<file path="config.mk">
export PLATFORM = sky130hd
export DESIGN_NAME = sampleReplayTop
export DESIGN_NICKNAME = d
export VERILOG_FILES = /design/src/canProtocolPkg.sv /design/src/replayPkg.sv /design/src/bitSampler.sv /design/src/idComparator.sv /design/src/playbackUnit.sv /design/src/replaySequencer.sv /design/src/runDetector.sv /design/src/sampleReplayTop.sv
export SDC_FILE = /design/constraint.sdc
export NUM_CORES = 1
export LEC_CHECK = 0
export BUFFER_PORTS_ARGS = -buffer_cell sky130_fd_sc_hd__buf_4
export CORE_MARGIN = 2
export CORE_UTILIZATION = 60
export CTS_CLUSTER_DIAMETER = 50
export DETAILED_ROUTE_END_ITERATION = 10
export PLACE_DENSITY = 0.82
export SKIP_LAST_GASP = 1
export SLEW_MARGIN = 40
export SYNTH_ARGS = -nofsm -noshare
export SYNTH_HDL_FRONTEND = slang
export SYNTH_HIERARCHICAL = 1
export SYNTH_SLANG_ARGS = --single-unit
</file>
<file path="constraint.sdc">
create_clock -name clk -period 4.45 [get_ports clk]
set_input_delay 0.445 -clock clk [delete_from_list [all_inputs] [get_ports clk]]
set_output_delay 0.445 -clock clk [all_outputs]
set_load 0.02 [all_outputs]
</file>
<file path="src/canProtocolPkg.sv">
package canProtocolPkg;

	////////////////////////////////////////////////////////////
	// Frame field lengths, in bit times
	////////////////////////////////////////////////////////////

	// Standard 11-bit identifier
	localparam int idBits = 11;

	// Recessive bits that count as an idle gap between frames
	localparam int interframeBits = 11;

	// Six dominant bits in a row form an error flag
	localparam int errorFlagBits = 6;

	// Bit times watched after playback before accepting
	localparam int errorWindowBits = 9;

	// Bus levels, wired-AND so dominant wins
	localparam logic recessive = 1'b1;
	localparam logic dominant = 1'b0;

	typedef logic [idBits-1:0] canId_t;

endpackage

</file>
<file path="src/replayPkg.sv">
package replayPkg;

	////////////////////////////////////////////////////////////
	// Replay memory and configuration types
	////////////////////////////////////////////////////////////

	localparam int wordWidth = 32;

	// Word memory, 32k words deep
	typedef logic [14:0] memAddr_t;
	typedef logic [wordWidth-1:0] word_t;

	// Bit and playback periods in clock cycles
	typedef logic [23:0] period_t;

	// Signal count and index
	typedef logic [15:0] sigIndex_t;

	// Words per stored signal
	typedef logic [15:0] wordCount_t;

endpackage

</file>
<file path="src/bitSampler.sv">
module bitSampler import canProtocolPkg::*, replayPkg::*; (
	input logic clk,
	input logic resetN,
	input logic canRx,
	input period_t bitPeriod,
	input logic override,
	output logic rxBit,
	output logic samplePulse
);

	logic syncA;
	logic syncB;
	logic prevBit;
	logic fallingEdge;
	period_t phaseCount;

	// Resync on recessive to dominant, but not while we drive the bus
	assign fallingEdge = (prevBit == recessive) && (syncB == dominant) && !override;

	// Two-stage synchronizer plus edge history
	always_ff @(posedge clk) begin
		if (!resetN) begin
			syncA <= recessive;
			syncB <= recessive;
			prevBit <= recessive;
		end else begin
			syncA <= canRx;
			syncB <= syncA;
			prevBit <= syncB;
		end
	end

	// Phase counter counts down to the sample point
	always_ff @(posedge clk) begin
		if (!resetN) begin
			phaseCount <= '0;
			samplePulse <= 1'b0;
			rxBit <= recessive;
		end else begin
			samplePulse <= 1'b0;
			if (fallingEdge) begin
				// Half a bit to the middle of the new bit
				phaseCount <= bitPeriod >> 1;
			end else if (phaseCount == '0) begin
				phaseCount <= bitPeriod - 1'b1;
				samplePulse <= 1'b1;
				rxBit <= syncB;
			end else begin
				phaseCount <= phaseCount - 1'b1;
			end
		end
	end

endmodule

</file>
<file path="src/idComparator.sv">
module idComparator import canProtocolPkg::*; (
	input logic clk,
	input logic resetN,
	input logic start,
	input logic rxBit,
	input logic samplePulse,
	input canId_t canId,
	output logic done,
	output logic match
);

	localparam int countWidth = $clog2(idBits + 1);
	localparam logic [countWidth-1:0] lastBit = countWidth'(idBits - 1);

	logic active;
	logic matchHeld;
	logic [countWidth-1:0] bitCount;
	canId_t shiftReg;
	canId_t nextId;

	assign nextId = {shiftReg[idBits-2:0], rxBit};

	// Decision lands on the sample of the last ID bit
	assign done = active && samplePulse && (bitCount == lastBit);
	assign match = done ? (nextId == canId) : matchHeld;

	always_ff @(posedge clk) begin
		if (!resetN) begin
			active <= 1'b0;
			bitCount <= '0;
			matchHeld <= 1'b0;
		end else if (start) begin
			active <= 1'b1;
			bitCount <= '0;
			matchHeld <= 1'b0;
		end else if (active && samplePulse) begin
			bitCount <= bitCount + 1'b1;
			if (done) begin
				active <= 1'b0;
				matchHeld <= match;
			end
		end
	end

	// MSB arrives first
	always_ff @(posedge clk) begin
		if (active && samplePulse) begin
			shiftReg <= nextId;
		end
	end

endmodule

</file>
<file path="src/playbackUnit.sv">
module playbackUnit import canProtocolPkg::*, replayPkg::*; (
	input logic clk,
	input logic resetN,
	input logic start,
	input memAddr_t baseAddr,
	input wordCount_t sigWords,
	input period_t playbackPeriod,
	input word_t readData,
	output logic rdEn,
	output memAddr_t addr,
	output logic sampleOut,
	output logic outSwitch,
	output logic done
);

	localparam int bitIdxWidth = $clog2(wordWidth);
	localparam logic [bitIdxWidth-1:0] lastBit = bitIdxWidth'(wordWidth - 1);

	logic firstLoad;
	logic holdOne;
	logic bitEnd;
	logic wordEnd;
	logic preEnd;
	logic [bitIdxWidth-1:0] bitIndex;
	period_t holdLast;
	period_t periodCount;
	wordCount_t wordsLeft;
	memAddr_t nextAddr;
	word_t shiftReg;

	////////////////////////////////////////////////////////////
	// Bit timing and prefetch
	////////////////////////////////////////////////////////////

	// A period of 0 plays at one bit per clock
	assign holdOne = (playbackPeriod <= period_t'(1));
	assign holdLast = holdOne ? '0 : playbackPeriod - period_t'(1);

	assign bitEnd = outSwitch && (periodCount == '0);
	assign wordEnd = bitEnd && (bitIndex == lastBit);

	// Cycle just before the word runs out, so readData lands on time
	assign preEnd = outSwitch && (holdOne ? (bitIndex == lastBit - 1'b1) :
		(bitIndex == lastBit && periodCount == period_t'(1)));

	assign rdEn = start || (preEnd && wordsLeft != '0);
	assign addr = start ? baseAddr : nextAddr;
	assign sampleOut = outSwitch ? shiftReg[wordWidth-1] : recessive;

	always_ff @(posedge clk) begin
		if (!resetN) begin
			firstLoad <= 1'b0;
			outSwitch <= 1'b0;
			done <= 1'b0;
			bitIndex <= '0;
			periodCount <= '0;
			wordsLeft <= '0;
			nextAddr <= '0;
		end else begin
			done <= 1'b0;
			if (start) begin
				firstLoad <= 1'b1;
				outSwitch <= 1'b0;
				nextAddr <= baseAddr + 1'b1;
			end else if (firstLoad) begin
				firstLoad <= 1'b0;
				outSwitch <= 1'b1;
				bitIndex <= '0;
				periodCount <= holdLast;
				wordsLeft <= sigWords - 1'b1;
			end else if (outSwitch) begin
				if (rdEn) begin
					nextAddr <= nextAddr + 1'b1;
				end
				if (!bitEnd) begin
					periodCount <= periodCount - 1'b1;
				end else begin
					periodCount <= holdLast;
					bitIndex <= bitIndex + 1'b1;
					if (wordEnd && wordsLeft == '0) begin
						outSwitch <= 1'b0;
						done <= 1'b1;
					end else if (wordEnd) begin
						wordsLeft <= wordsLeft - 1'b1;
					end
				end
			end
		end
	end

	// Word shift register, MSB goes out first
	always_ff @(posedge clk) begin
		if (firstLoad || (wordEnd && wordsLeft != '0)) begin
			shiftReg <= readData;
		end else if (bitEnd) begin
			shiftReg <= {shiftReg[wordWidth-2:0], 1'b0};
		end
	end

endmodule

</file>
<file path="src/replaySequencer.sv">
module replaySequencer import canProtocolPkg::*, replayPkg::*; #(
	parameter int dataOffsetBits = 16
) (
	input logic clk,
	input logic resetN,
	input logic enable,
	input sigIndex_t numSigs,
	input wordCount_t sigWords,
	input logic samplePulse,
	input logic rxBit,
	input logic idleRun,
	input logic errorRun,
	input logic idDone,
	input logic idMatch,
	input logic playDone,
	output logic idStart,
	output logic runClear,
	output logic playStart,
	output logic override,
	output memAddr_t baseAddr,
	output sigIndex_t validSigNum,
	output logic invalidSignal,
	output logic interrupt
);

	typedef enum logic [2:0] {
		idle,
		waitGap,
		waitSof,
		compare,
		waitData,
		play,
		checkError,
		report
	} state_t;

	state_t state;
	state_t nextState;
	logic [15:0] bitCount;
	sigIndex_t sigIndex;
	sigIndex_t nextIndex;
	logic offsetDone;
	logic windowDone;
	logic lastSig;

	assign offsetDone = samplePulse && (bitCount == 16'(dataOffsetBits - 1));
	assign windowDone = (bitCount == 16'(errorWindowBits));
	assign nextIndex = sigIndex + 1'b1;
	assign lastSig = (nextIndex >= numSigs);

	////////////////////////////////////////////////////////////
	// Strobes, taken on the transitions
	////////////////////////////////////////////////////////////

	// SOF is the first dominant sample after the gap
	assign idStart = (state == waitSof) && samplePulse && (rxBit == dominant);
	assign playStart = (state == waitData) && offsetDone;
	assign runClear = (state == play) && playDone;

	// No resync on our own edges
	assign override = (state == play);
	assign interrupt = (state == report);

	////////////////////////////////////////////////////////////
	// FSM
	////////////////////////////////////////////////////////////

	always_ff @(posedge clk) begin
		if (!resetN || !enable) begin
			state <= idle;
		end else begin
			state <= nextState;
		end
	end

	always_comb begin
		nextState = state;
		case (state)
			idle: begin
				nextState = waitGap;
			end
			waitGap: begin
				if (idleRun) begin
					nextState = waitSof;
				end
			end
			waitSof: begin
				if (idStart) begin
					nextState = compare;
				end
			end
			compare: begin
				if (idDone) begin
					nextState = idMatch ? waitData : waitGap;
				end
			end
			waitData: begin
				if (playStart) begin
					nextState = play;
				end
			end
			play: begin
				if (playDone) begin
					nextState = checkError;
				end
			end
			checkError: begin
				// Error flag rejects the signal, try the next one
				if (errorRun) begin
					nextState = lastSig ? report : waitGap;
				end else if (windowDone) begin
					nextState = report;
				end
			end
			default: begin
				nextState = state;
			end
		endcase
	end

	// Bit counter, signal index and result
	always_ff @(posedge clk) begin
		if (!resetN || !enable) begin
			bitCount <= '0;
			sigIndex <= '0;
			baseAddr <= '0;
			validSigNum <= '0;
			invalidSignal <= 1'b0;
		end else begin
			if (state != nextState) begin
				bitCount <= '0;
			end else if (samplePulse) begin
				bitCount <= bitCount + 1'b1;
			end
			if (state == checkError && errorRun) begin
				sigIndex <= nextIndex;
				baseAddr <= baseAddr + memAddr_t'(sigWords);
				invalidSignal <= lastSig;
			end else if (state == checkError && windowDone) begin
				validSigNum <= sigIndex;
			end
		end
	end

endmodule

</file>
<file path="src/runDetector.sv">
module runDetector #(
	parameter int runLength = 11,
	parameter logic runLevel = 1'b1
) (
	input logic clk,
	input logic resetN,
	input logic clear,
	input logic rxBit,
	input logic samplePulse,
	output logic run
);

	localparam int countWidth = $clog2(runLength + 1);
	localparam logic [countWidth-1:0] fullCount = countWidth'(runLength);

	logic [countWidth-1:0] runCount;

	// Saturates, so run stays up while the level holds
	assign run = (runCount == fullCount);

	always_ff @(posedge clk) begin
		if (!resetN || clear) begin
			runCount <= '0;
		end else if (samplePulse) begin
			if (rxBit != runLevel) begin
				runCount <= '0;
			end else if (runCount != fullCount) begin
				runCount <= runCount + 1'b1;
			end
		end
	end

endmodule

</file>
<file path="src/sampleReplayTop.sv">
module sampleReplayTop import canProtocolPkg::*, replayPkg::*; #(
	parameter int dataOffsetBits = 16
) (
	input logic clk,
	input logic resetN,
	input logic enable,
	input logic canRx,
	input canId_t canId,
	input period_t bitPeriod,
	input period_t playbackPeriod,
	input wordCount_t sigWords,
	input sigIndex_t numSigs,
	input word_t readData,
	output logic sampleOut,
	output logic outSwitch,
	output logic rdEn,
	output memAddr_t addr,
	output sigIndex_t validSigNum,
	output logic invalidSignal,
	output logic interrupt
);

	logic rxBit;
	logic samplePulse;
	logic override;
	logic idleRun;
	logic errorRun;
	logic runClear;
	logic idStart;
	logic idDone;
	logic idMatch;
	logic playStart;
	logic playDone;
	memAddr_t baseAddr;

	////////////////////////////////////////////////////////////
	// Receive side
	////////////////////////////////////////////////////////////

	bitSampler sampler (.clk, .resetN, .canRx, .bitPeriod, .override, .rxBit, .samplePulse);

	// Gap between frames
	runDetector #(.runLength(interframeBits), .runLevel(recessive)) idleDetect (
		.clk, .resetN, .clear(runClear), .rxBit, .samplePulse, .run(idleRun));

	// Error flag after playback
	runDetector #(.runLength(errorFlagBits), .runLevel(dominant)) errorDetect (
		.clk, .resetN, .clear(runClear), .rxBit, .samplePulse, .run(errorRun));

	idComparator idCompare (.clk, .resetN, .start(idStart), .rxBit, .samplePulse, .canId,
		.done(idDone), .match(idMatch));

	////////////////////////////////////////////////////////////
	// Playback and control
	////////////////////////////////////////////////////////////

	playbackUnit playback (.clk, .resetN, .start(playStart), .baseAddr, .sigWords,
		.playbackPeriod, .readData, .rdEn, .addr, .sampleOut, .outSwitch, .done(playDone));

	replaySequencer #(.dataOffsetBits(dataOffsetBits)) sequencer (
		.clk, .resetN, .enable, .numSigs, .sigWords, .samplePulse, .rxBit, .idleRun,
		.errorRun, .idDone, .idMatch, .playDone, .idStart, .runClear, .playStart,
		.override, .baseAddr, .validSigNum, .invalidSignal, .interrupt);

endmodule

</file>
* Word level (Yosys, flattened, before mapping)
Cells that the tools add are included.
Operators by class: reductions and logical operators 54, add/sub/neg operators 15, multipliers 0, shift-type cells 0, bitwise logic cells 8, magnitude comparators 2, multiplexer cells 48, equality and inequality tests 22, div/mod/pow operators 0
Operators with widths (number):
- $mux W24 | 5
- $sub A24 B1 Y24 const B | 4
- $mux W16 | 5
- $mux W15 | 5
- $mux W32 | 2
- $logic_not A24 Y1 | 2
- $mux W3 | 11
- $add A16 B1 Y16 const B | 2
- $eq A16 B4 Y1 const B | 2
- $sub A16 B1 Y16 const B | 2
- $add A15 B1 Y15 const B | 2
- $eq A24 B1 Y1 const B | 1
- $le A24 B1 Y1 const B | 1
- $mux W23 | 1
- $pmux W3 S7 | 1
- $logic_and A1 B1 Y1 | 18
- $reduce_bool A2 Y1 | 9
- $ge A16 B16 Y1 | 1
- $logic_not A16 Y1 | 1
- $reduce_bool A16 Y1 | 1
- $add A15 B15 Y15 | 1
- $eq A3 B3 Y1 const B | 5
- $mux W5 | 3
- $reduce_and A2 Y1 | 7
- 22 further kinds | 57
Storage, ports and cells: memory bits (writable) 0, memory bits (read-only) 0, output and inout port bits 36, latch bits 0, bits of input ports 127, memories 0, logic and storage cells 176, flip-flop bits (word level) 214

* Longest topological paths before layout
Gate-level depths: netlist of the first run.
depth in word-level cells 10, gate-level depth with buffers 17, depth with buffers taken out 13

* Hierarchy
Netlist of the first run, hierarchy kept.
Modules (own cells, without submodules):
- playbackUnit | times used 1, sequential area each 2222.1 um^2, cells each 727, area each 6342.3 um^2
- replaySequencer | times used 1, sequential area each 1341.3 um^2, cells each 519, area each 4272.8 um^2
- bitSampler | times used 1, sequential area each 580.6 um^2, cells each 266, area each 1968.1 um^2
- idComparator | times used 1, sequential area each 420.4 um^2, cells each 54, area each 698.2 um^2
- runDetector at idleDetect | times used 1, sequential area each 80.1 um^2, cells each 25, area each 226.5 um^2
- runDetector at errorDetect | times used 1, sequential area each 60.1 um^2, cells each 20, area each 187.7 um^2

* Worst setup path after synthesis of the first run
Ideal clock, no wire load.
kind reg-to-reg, start point register sampler.samplePulse, end point register playback.nextAddr[14], arrival time 4.134 ns, library setup time 0.122 ns, path buffers 5, setup slack 0.194 ns, clock period less this slack 4.256 ns, cell stages (with the launch flop) 17, required time 4.328 ns, cell sequence dfxtp_1 > buf_4 > nand4_1 > nor4_4 > buf_2 > buf_1 > buf_2 > clkbuf_1 > nand2_1 > o21ai_0 > ha_1 > nand4b_1 > a211oi_1 > nand4_1 > xor2_1 > o21ai_0 > o311a_1
On the way: cells in the longest elaborated chain, start to end 5, elaborated cells on any way between the ends 8, classes of those cells eq/ne (1); mux (1); reduce/logical (6)
Ends and longest elaborated chain:
- start, declared | RTL line bitSampler.sv:8 | output logic samplePulse
- start signal, assigned | RTL line bitSampler.sv:37 | samplePulse <= 1'b0;
- start signal, assigned | RTL line bitSampler.sv:40 | samplePulse <= 1'b0;
- start signal, assigned | RTL line bitSampler.sv:46 | samplePulse <= 1'b1;
- $logic_and A1 B1 Y1 * | RTL line replaySequencer.sv:46 | assign offsetDone = samplePulse && (bitCount == 16'(dataOffsetBits - 1));
- $logic_and A1 B1 Y1 * | RTL line replaySequencer.sv:57 | assign playStart = (state == waitData) && offsetDone;
- named net playStart | RTL line sampleReplayTop.sv:32 | logic playStart;
- $logic_or A1 B1 Y1 | RTL line playbackUnit.sv:46 | assign rdEn = start || (preEnd && wordsLeft != '0);
- $reduce_bool A2 Y1 (no line)
- $reduce_and A3 Y1 (no line)
- end signal, assigned | RTL line playbackUnit.sv:64 | nextAddr <= baseAddr + 1'b1;
- end signal, assigned | RTL line playbackUnit.sv:73 | nextAddr <= nextAddr + 1'b1;
- end, declared | RTL line playbackUnit.sv:28 | memAddr_t nextAddr;
The timed path passes the listed nets; every way through them passes the cells marked *. A chain may end at the register's enable or synchronous reset.

* Worst setup path in the final report of the first run
start point register sequencer.bitCount[11], end point register playback.nextAddr[14]
On the way: cells in the longest elaborated chain, start to end 6, elaborated cells on any way between the ends 9, classes of those cells eq/ne (2); mux (1); reduce/logical (6)
Ends and longest elaborated chain:
- start, declared | RTL line replaySequencer.sv:39 | logic [15:0] bitCount;
- start signal, assigned | RTL line replaySequencer.sv:133 | bitCount <= bitCount + 1'b1;
- $eq A16 B4 Y1 * | RTL line replaySequencer.sv:46
- $logic_and A1 B1 Y1 * | RTL line replaySequencer.sv:46
- $logic_and A1 B1 Y1 * | RTL line replaySequencer.sv:57
- named net playStart | RTL line sampleReplayTop.sv:32
- $logic_or A1 B1 Y1 | RTL line playbackUnit.sv:46
- $reduce_bool A2 Y1 (no line)
- $reduce_and A3 Y1 (no line)
Marks and branches as above.

==> results of run 1 <==
[final cells by class]
cell class / count / area (µm²) / share of cell area [%]
multi-input cells: 1260 / 8410 / 52.9
flip-flops and latches: 214 / 4710 / 29.6
repair buffers: 176 / 1320 / 8.31
clock buffers: 36 / 762 / 4.79
well taps: 285 / 357 / 2.24
inverters: 58 / 218 / 1.37
clock inverters: 17 / 121 / 0.763
[power by group through the flow]
stage          Clock [µW]  Sequential (µW)  Combinational (µW)
3_5_place_dp            0             2170                 893
4_1_cts              2170             2130                 899
5_1_grt              2250             2140                1010
6_report             2140             2130                 927
2_1_floorplan           0             2150                 634
3_3_place_gp            0             2160                 882
[how the worst min path moves through the flow]
stage	end	slack [ns]	start	cells after the start
6_report	sampler/syncA	0.12	canRx	2
3_3_place_gp	sampler/syncB	0.40	sampler/syncA	1
5_1_grt	sampler/syncA	0.12	canRx	2
3_5_place_dp	sampler/syncB	0.41	sampler/syncA	1
2_1_floorplan	sampler/syncB	0.39	sampler/syncA	1
4_1_cts	sampler/syncA	0.11	canRx	2
[worst max-delay path, cell delays in order (launching register included)]
cell	delay, ns
dfxtp_1	0.36
nor4_1	0.31
nand3_1	0.19
nor4_4	0.60
nand2_1	0.15
o21ai_0	0.17
ha_1	0.28
nand4b_1	0.13
a211oi_1	0.65
nand4_1	0.22
xor2_1	0.16
o21ai_0	0.10
o311a_1	0.14
[flip-flops by register name, summed over array words and instances (netlist names), 3 cells and up]
register               count
sequencer/baseAddr        15
sequencer/state            3
sequencer/sigIndex        16
playback/shiftReg         32
playback/bitIndex          5
sequencer/validSigNum     16
playback/periodCount      24
playback/nextAddr         15
errorDetect/runCount       3
idCompare/bitCount         4
idleDetect/runCount        4
sequencer/bitCount        16
idCompare/shiftReg        10
playback/wordsLeft        16
sampler/phaseCount        24
[Yosys cell counts, types with 6 or more instances]
master      n  share of area (%)
nand4b_1    6               0.38
and4_1      9               0.58
dfxtp_1   172                 25
o21a_1     13               0.71
nor3_2     14                1.0
nor3_1     51                1.9
nand4_1    33                1.5
nand3_1    61                2.2
o21ai_0    79                2.9
a211oi_1   14               0.77
xnor2_1    43                2.7
nand3b_1    9               0.49
edfxtp_1   42                9.2
mux2i_1    34                2.5
nor2_1    123                3.4
inv_1      55                1.5
and2_1      8               0.37
and3_1     17               0.78
nand2b_1   20               0.91
a21oi_1   107                3.9
nand2_1   179                4.9
nor2b_1    11               0.50
buf_2      23               0.84
mux2_2     43                3.5
clkbuf_1   45                1.2
a22oi_1     6               0.33
xor2_1     63                4.0
nor3b_1    10               0.55
or3_1      23                1.1
ha_1       49                4.5
nor4_1     36                1.6
a31oi_1    30                1.4
o211ai_1   16               0.88
or4_1      13               0.71
[per-stage QoR]
step | area (µm²) | setup WS [ns]
detailed placement | 15000 | 0.977
floorplan | 13700 | 0.194
global route | 15900 | 0.625
CTS | 15900 | 0.889
finish | 15900 | 0.892
global placement | 15000 | 1.07
[placed cells by master (no fill, tap or decap), types with 7 or more instances in the layout]
cell       netlist  final
nand2b_1        20     20
dfxtp_1        172    171
and2_1           8      7
xor2_1          63     63
ha_1            49     49
nor4_1          36     35
o211ai_1        16     16
or4_1           13     13
nor3_2          14     13
inv_1           55     55
nand4_1         33     33
nand2_1        179    178
nor3_1          51     51
edfxtp_1        42     42
o21a_1          13     13
nand3b_1         9      9
nor2_1         123    122
nand3_1         61     61
a21oi_1        107    107
a31oi_1         30     30
nor2b_1         11     11
xnor2_1         43     43
mux2i_1         34     34
clkbuf_16        0     29
and4_1           9      9
buf_4            4    176
clkinv_1         1      9
o21ai_0         79     79
mux2_2          43     43
a211oi_1        14     14
and3_1          17     17
nor3b_1         10      9
or3_1           23     23
[kinds of logic (layout without fill, tap and decap cells)]
| kind of cell | count (synthesis) | after routing |
|---|---|---|
| simple gates | 670 | 670 |
| compound gates | 356 | 356 |
| flops | 214 | 214 |
| buf+inv | 137 | 287 |
| xor+xnor | 106 | 106 |
| mux | 78 | 78 |
| fa+ha+maj | 50 | 50 |
[layer usage]
metal	GRT usage, %	routed length, µm	share of wire, %	vias to the layer above
met3	5.40	2890	8.1	93
met1	37.0	15000	42	6044
li1	-	-	-	6202
met4	10.4	1100	3.1	0
met2	49.3	16900	47	549
met5	0	0	0	-
==> flow_summary_export.csv, run 1 <==
group,metric,value,unit
timing,holdWs,0.123,ns
timing,relSlewSlack,45.9,%
floorplanning,row_count,55,
cts,cts.clk_slew.worst_paths,0.06,ns
placement,io_buffers,162,
cells_and_area,antenna_cells,0,
yosys,synthArstFlopShare,0,%
power_and_ir_drop,sw_frac_of_total,28.9,%
floorplanning,core-area,0.0225,mm²
cells_and_area,finalNonFillerCells,2046,
cts,cts_made_buffers,29,
cells_and_area,drive_above_1_share,18.7,%
detailed_routing,wl,35.9,mm
timing,final_hold_viol_count,0,
yosys,synth-main-ff-cell,"dfxtp_1",
global_routing,grt_first_pass_wirelength,58.4,mm
floorplanning,dieArea,0.0240,mm²
setup_path,timing.rr.start,"sequencer/bitCount[11]",
cells_and_area,final_util,70.7,%
yosys,avgSynthCellArea,8.50,µm²
global_routing,gr-total-overflow,0,
run_status,status,"completed",
cts,cts_tree,"yes",
timing,setup-tns-final,0,ns
power_and_ir_drop,p_leak,0.00613,µW
timing,rsz0062_at_grt,"no",
cells_and_area,syn_to_final_growth,16.1,%
power_and_ir_drop,total_power,5200,µW
floorplanning,io-pin-count,163,
power_and_ir_drop,seqPwrFrac,41.0,%
cts,post_cts_resize_count,0,
yosys,synth_fa_ha_area_share,4.62,%
power_and_ir_drop,clkPwrFrac,41.1,%
global_routing,antenna_found_initial,0,
cells_and_area,layout.nets,1916,
cts,ctsHtreeMaxLevel,1,
placement,dpl.hpwl,25.7,mm
timing,fmax,281,MHz
detailed_routing,antenna_left,0,
power_and_ir_drop,p_comb_share,17.8,%
cts,clk_latency,0.53,ns
floorplanning,die_h,155,µm
timing,setup_viol,0,
yosys,synth_area,0.0137,mm²
setup_path,cp.arrival,3.98,ns
global_routing,grt.total_usage,29.0,%
setup_path,criticalPathCategory,"reg2reg",
detailed_routing,drc_errors,0,
yosys,synth.yosys.seq_area_share,34.4,%
timing,min_period,3.56,ns
power_and_ir_drop,vdd_drop_max,0.000282,V
setup_path,crit_path_end_kind,"flop",
detailed_routing,drtIter0Drc,1078,
yosys,synth.area.mux_share,6.18,%
yosys,syn_inst,1611,
cts,root_buffer,"clkbuf_16",
yosys,synth_nets,1788,
floorplanning,start_util,60.9,%
setup_path,ff2ff_path_depth,12,
setup_path,r2r_end,"playback/nextAddr[14]",
timing,fin_skew,0.0103,ns
placement,gp_congestion,0.968,
cts,hold_buffers,0,
run,drv_cap,0,
placement,place_inst,1993,
yosys,synth_edf_count,42,
yosys,ys_seq_elements,214,
yosys,synth_top_family_by_area,"simple AND/OR/NAND/NOR gates",
yosys,synth_simple_gate_area_share,26.8,%
power_and_ir_drop,p_sw,1500,µW
setup_path,cp-start-kind,"flop",
power_and_ir_drop,power_density,327,mW/mm²
setup_path,required,4.87,ns
cts,clockBufferDepth,3,
detailed_routing,via_per_inst,6.30,
detailed_routing,wire_per_inst,17.5,µm
cells_and_area,num-fill-cells,1769,
setup_path,crit_start,"sequencer/bitCount[11]",
detailed_routing,dr.pass1.iters,7,
floorplanning,die_width,155,µm
global_routing,grt_pass1_vias,12200,
setup_path,worst-r2r-setup-slack,0.89,ns
detailed_routing,vias,12900,
yosys,synth_compound_area_share,16.7,%
cts,post_cts_buffers,0,
yosys,synth_xor_area_share,6.78,%
cts,cts_sinks,214,
power_and_ir_drop,p_int,3700,µW
setup_path,worstPathMaxFanout,7,
hold_path,hold_class,"in2reg",
setup_path,setup.worst_path.end,"playback/nextAddr[14]",
yosys,synth_warnings,6,
timing,tightestPinTransition,0.811,ns
yosys,ys_types,103,
global_routing,grt_max_degree,75,
timing,fin_crit_sh,80.0,%
timing,slew_viol_final,0,
Power figures use the tool's default switching activity.
==> inputs of run 2 (changes only) <==
==> constraint.sdc (replaced) <==
create_clock -name clk -period 3.5 [get_ports clk]
set_input_delay 0.35 -clock clk [delete_from_list [all_inputs] [get_ports clk]]
set_output_delay 0.35 -clock clk [all_outputs]
set_load 0.02 [all_outputs]
==> run 2 against run 1 <==
Net effect: die area is the same; first-iteration DRC count grew 3.2%; cell count up 0.93%; sequential power grew 27%; clock skew grew 0.0069 ns; critical endpoint is now sequencer/bitCount[1]; largest power group unchanged.
==> flow_summary_export.csv, run 2 (synthesis results as in run 1) <==
group,metric,value,unit
cts,cts_made_buffers,28,
cells_and_area,antenna_cells,0,
setup_path,worstPathMaxFanout,16,
placement,dpl.hpwl,25.8,mm
floorplanning,die_h,155,µm
cts,cts_sinks,214,
power_and_ir_drop,p_leak,0.00623,µW
timing,setup_viol,0,
cts,root_buffer,"clkbuf_16",
cells_and_area,layout.nets,1935,
cells_and_area,drive_above_1_share,20.1,%
timing,fin_crit_sh,95.6,%
timing,fin_skew,0.0172,ns
detailed_routing,vias,12900,
global_routing,antenna_found_initial,0,
cts,cts.clk_slew.worst_paths,0.06,ns
detailed_routing,via_per_inst,6.26,
placement,gp_congestion,0.934,
global_routing,grt_max_degree,44,
global_routing,gr-total-overflow,0,
timing,fmax,299,MHz
global_routing,grt_use_met3,4.40,%
timing,tightestPinTransition,0.904,ns
detailed_routing,dr.pass1.iters,5,
global_routing,grt.total_usage,28.8,%
cells_and_area,final_util,71.7,%
detailed_routing,wl,36.1,mm
cts,clockBufferDepth,3,
cts,ctsHtreeMaxLevel,1,
setup_path,crit_path_end_kind,"flop",
floorplanning,die_width,155,µm
placement,io_buffers,162,
cells_and_area,largest_reg_flops,32,
cells_and_area,syn_to_final_growth,17.8,%
timing,final_hold_viol_count,0,
floorplanning,io-pin-count,163,
floorplanning,row_count,55,
global_routing,grt.met1_usage,37.6,%
run,drv_cap,0,
timing,slew_viol_final,0,
cells_and_area,final_common_cell,"buf_4",
timing,min_period,3.35,ns
floorplanning,dieArea,0.0240,mm²
setup_path,worst-r2r-setup-slack,0.15,ns
global_routing,use_met2,49.2,%
power_and_ir_drop,total_power,6770,µW
cts,cts_tree,"yes",
setup_path,required,3.93,ns
run_status,status,"completed",
setup_path,cp.arrival,3.78,ns
cells_and_area,mostFrequentLayoutCells,"buf_4, nand2_1, dfxtp_1",
cells_and_area,reg_top3,"playback/shiftReg (32), playback/periodCount (24), sampler/phaseCount (24)",
setup_path,criticalPathCategory,"reg2reg",
cts,clk_latency,0.54,ns
detailed_routing,drc_errors,0,
detailed_routing,drtIter0Drc,1113,
global_routing,grt_first_pass_wirelength,58.4,mm
timing,holdWs,0.0797,ns
detailed_routing,wire_per_inst,17.5,µm
global_routing,grt_pass1_vias,12300,
power_and_ir_drop,vdd_drop_max,0.000486,V
floorplanning,core-area,0.0225,mm²
timing,setup-tns-final,0,ns
floorplanning,start_util,60.9,%
global_routing,grt-busiest-layer,"met2",
setup_path,cp-start-kind,"flop",
power_and_ir_drop,power_density,419,mW/mm²
detailed_routing,antenna_left,0,
cells_and_area,largest-register,"playback/shiftReg",
hold_path,hold_class,"in2reg",
timing,relSlewSlack,39.2,%
run 2: path summary, 6_finish.rpt:
| path | start | to | cells after the start |
|---|---|---|---|
| max reg2reg | sequencer/sigIndex[1] | sequencer/bitCount[1] | 14 |
| min | bitPeriod[23] | sampler/phaseCount[22] | 3 |
| min reg2reg | sampler/syncA | sampler/syncB | 1 |
| max | sequencer/sigIndex[1] | sequencer/bitCount[1] | 14 |
run 2: stage by stage:
stage	setup WS [ns]	cells	cell area [µm²]
after floorplan	0.00717	1611	13700
after global placement	0.245	2011	15200
after detailed placement	0.0357	2011	15200
after CTS	0.0114	2064	16100
after global routing	-0.0193	2065	16100
final	0.152	2065	16100
run 2: power by group:
part / switching, µW / internal, µW
Clock: 1100 / 1740
Sequential: 102 / 2610
Combinational: 709 / 513
Total: 1910 / 4850
run 2: worst max-delay path, stage by stage, from the launching register on:
cell       delay (ns)
dfxtp_2          0.36
ha_2             0.22
and4_1           0.28
and3_1           0.24
and3_1           0.25
nand3_1          0.15
xnor2_1          0.16
ha_1             0.31
nand4_1          0.14
nor2_1           0.15
o211ai_1         0.11
o21ai_2          0.26
a211oi_2         0.14
buf_12           0.18
a2111oi_2        0.28
run 2: area by class of cell:
cell class	count	area (µm²)
fillers	1746	6370
clock inverters	13	140
inverters	58	218
flip-flops and latches	214	4710
clock buffers	39	793
repair buffers	196	1500
well taps	285	357
multi-input cells	1260	8420
run 2: what timing repair did:
action                                  4_1_cts  5_1_grt
setup buffers                                 0        1
resized for setup                             0        3
hold buffers                                  1        0
hold endpoints to repair                      1        0
endpoints found under the setup margin        0       16
run 2: per-layer routing:
metal | routed length [µm] | share of wire (%) | up-vias
met4 | 1010 | 2.8 | 0
li1 | - | - | 6237
met5 | 0 | 0 | -
met2 | 16800 | 47 | 538
met3 | 2700 | 7.5 | 89
met1 | 15600 | 43 | 6071
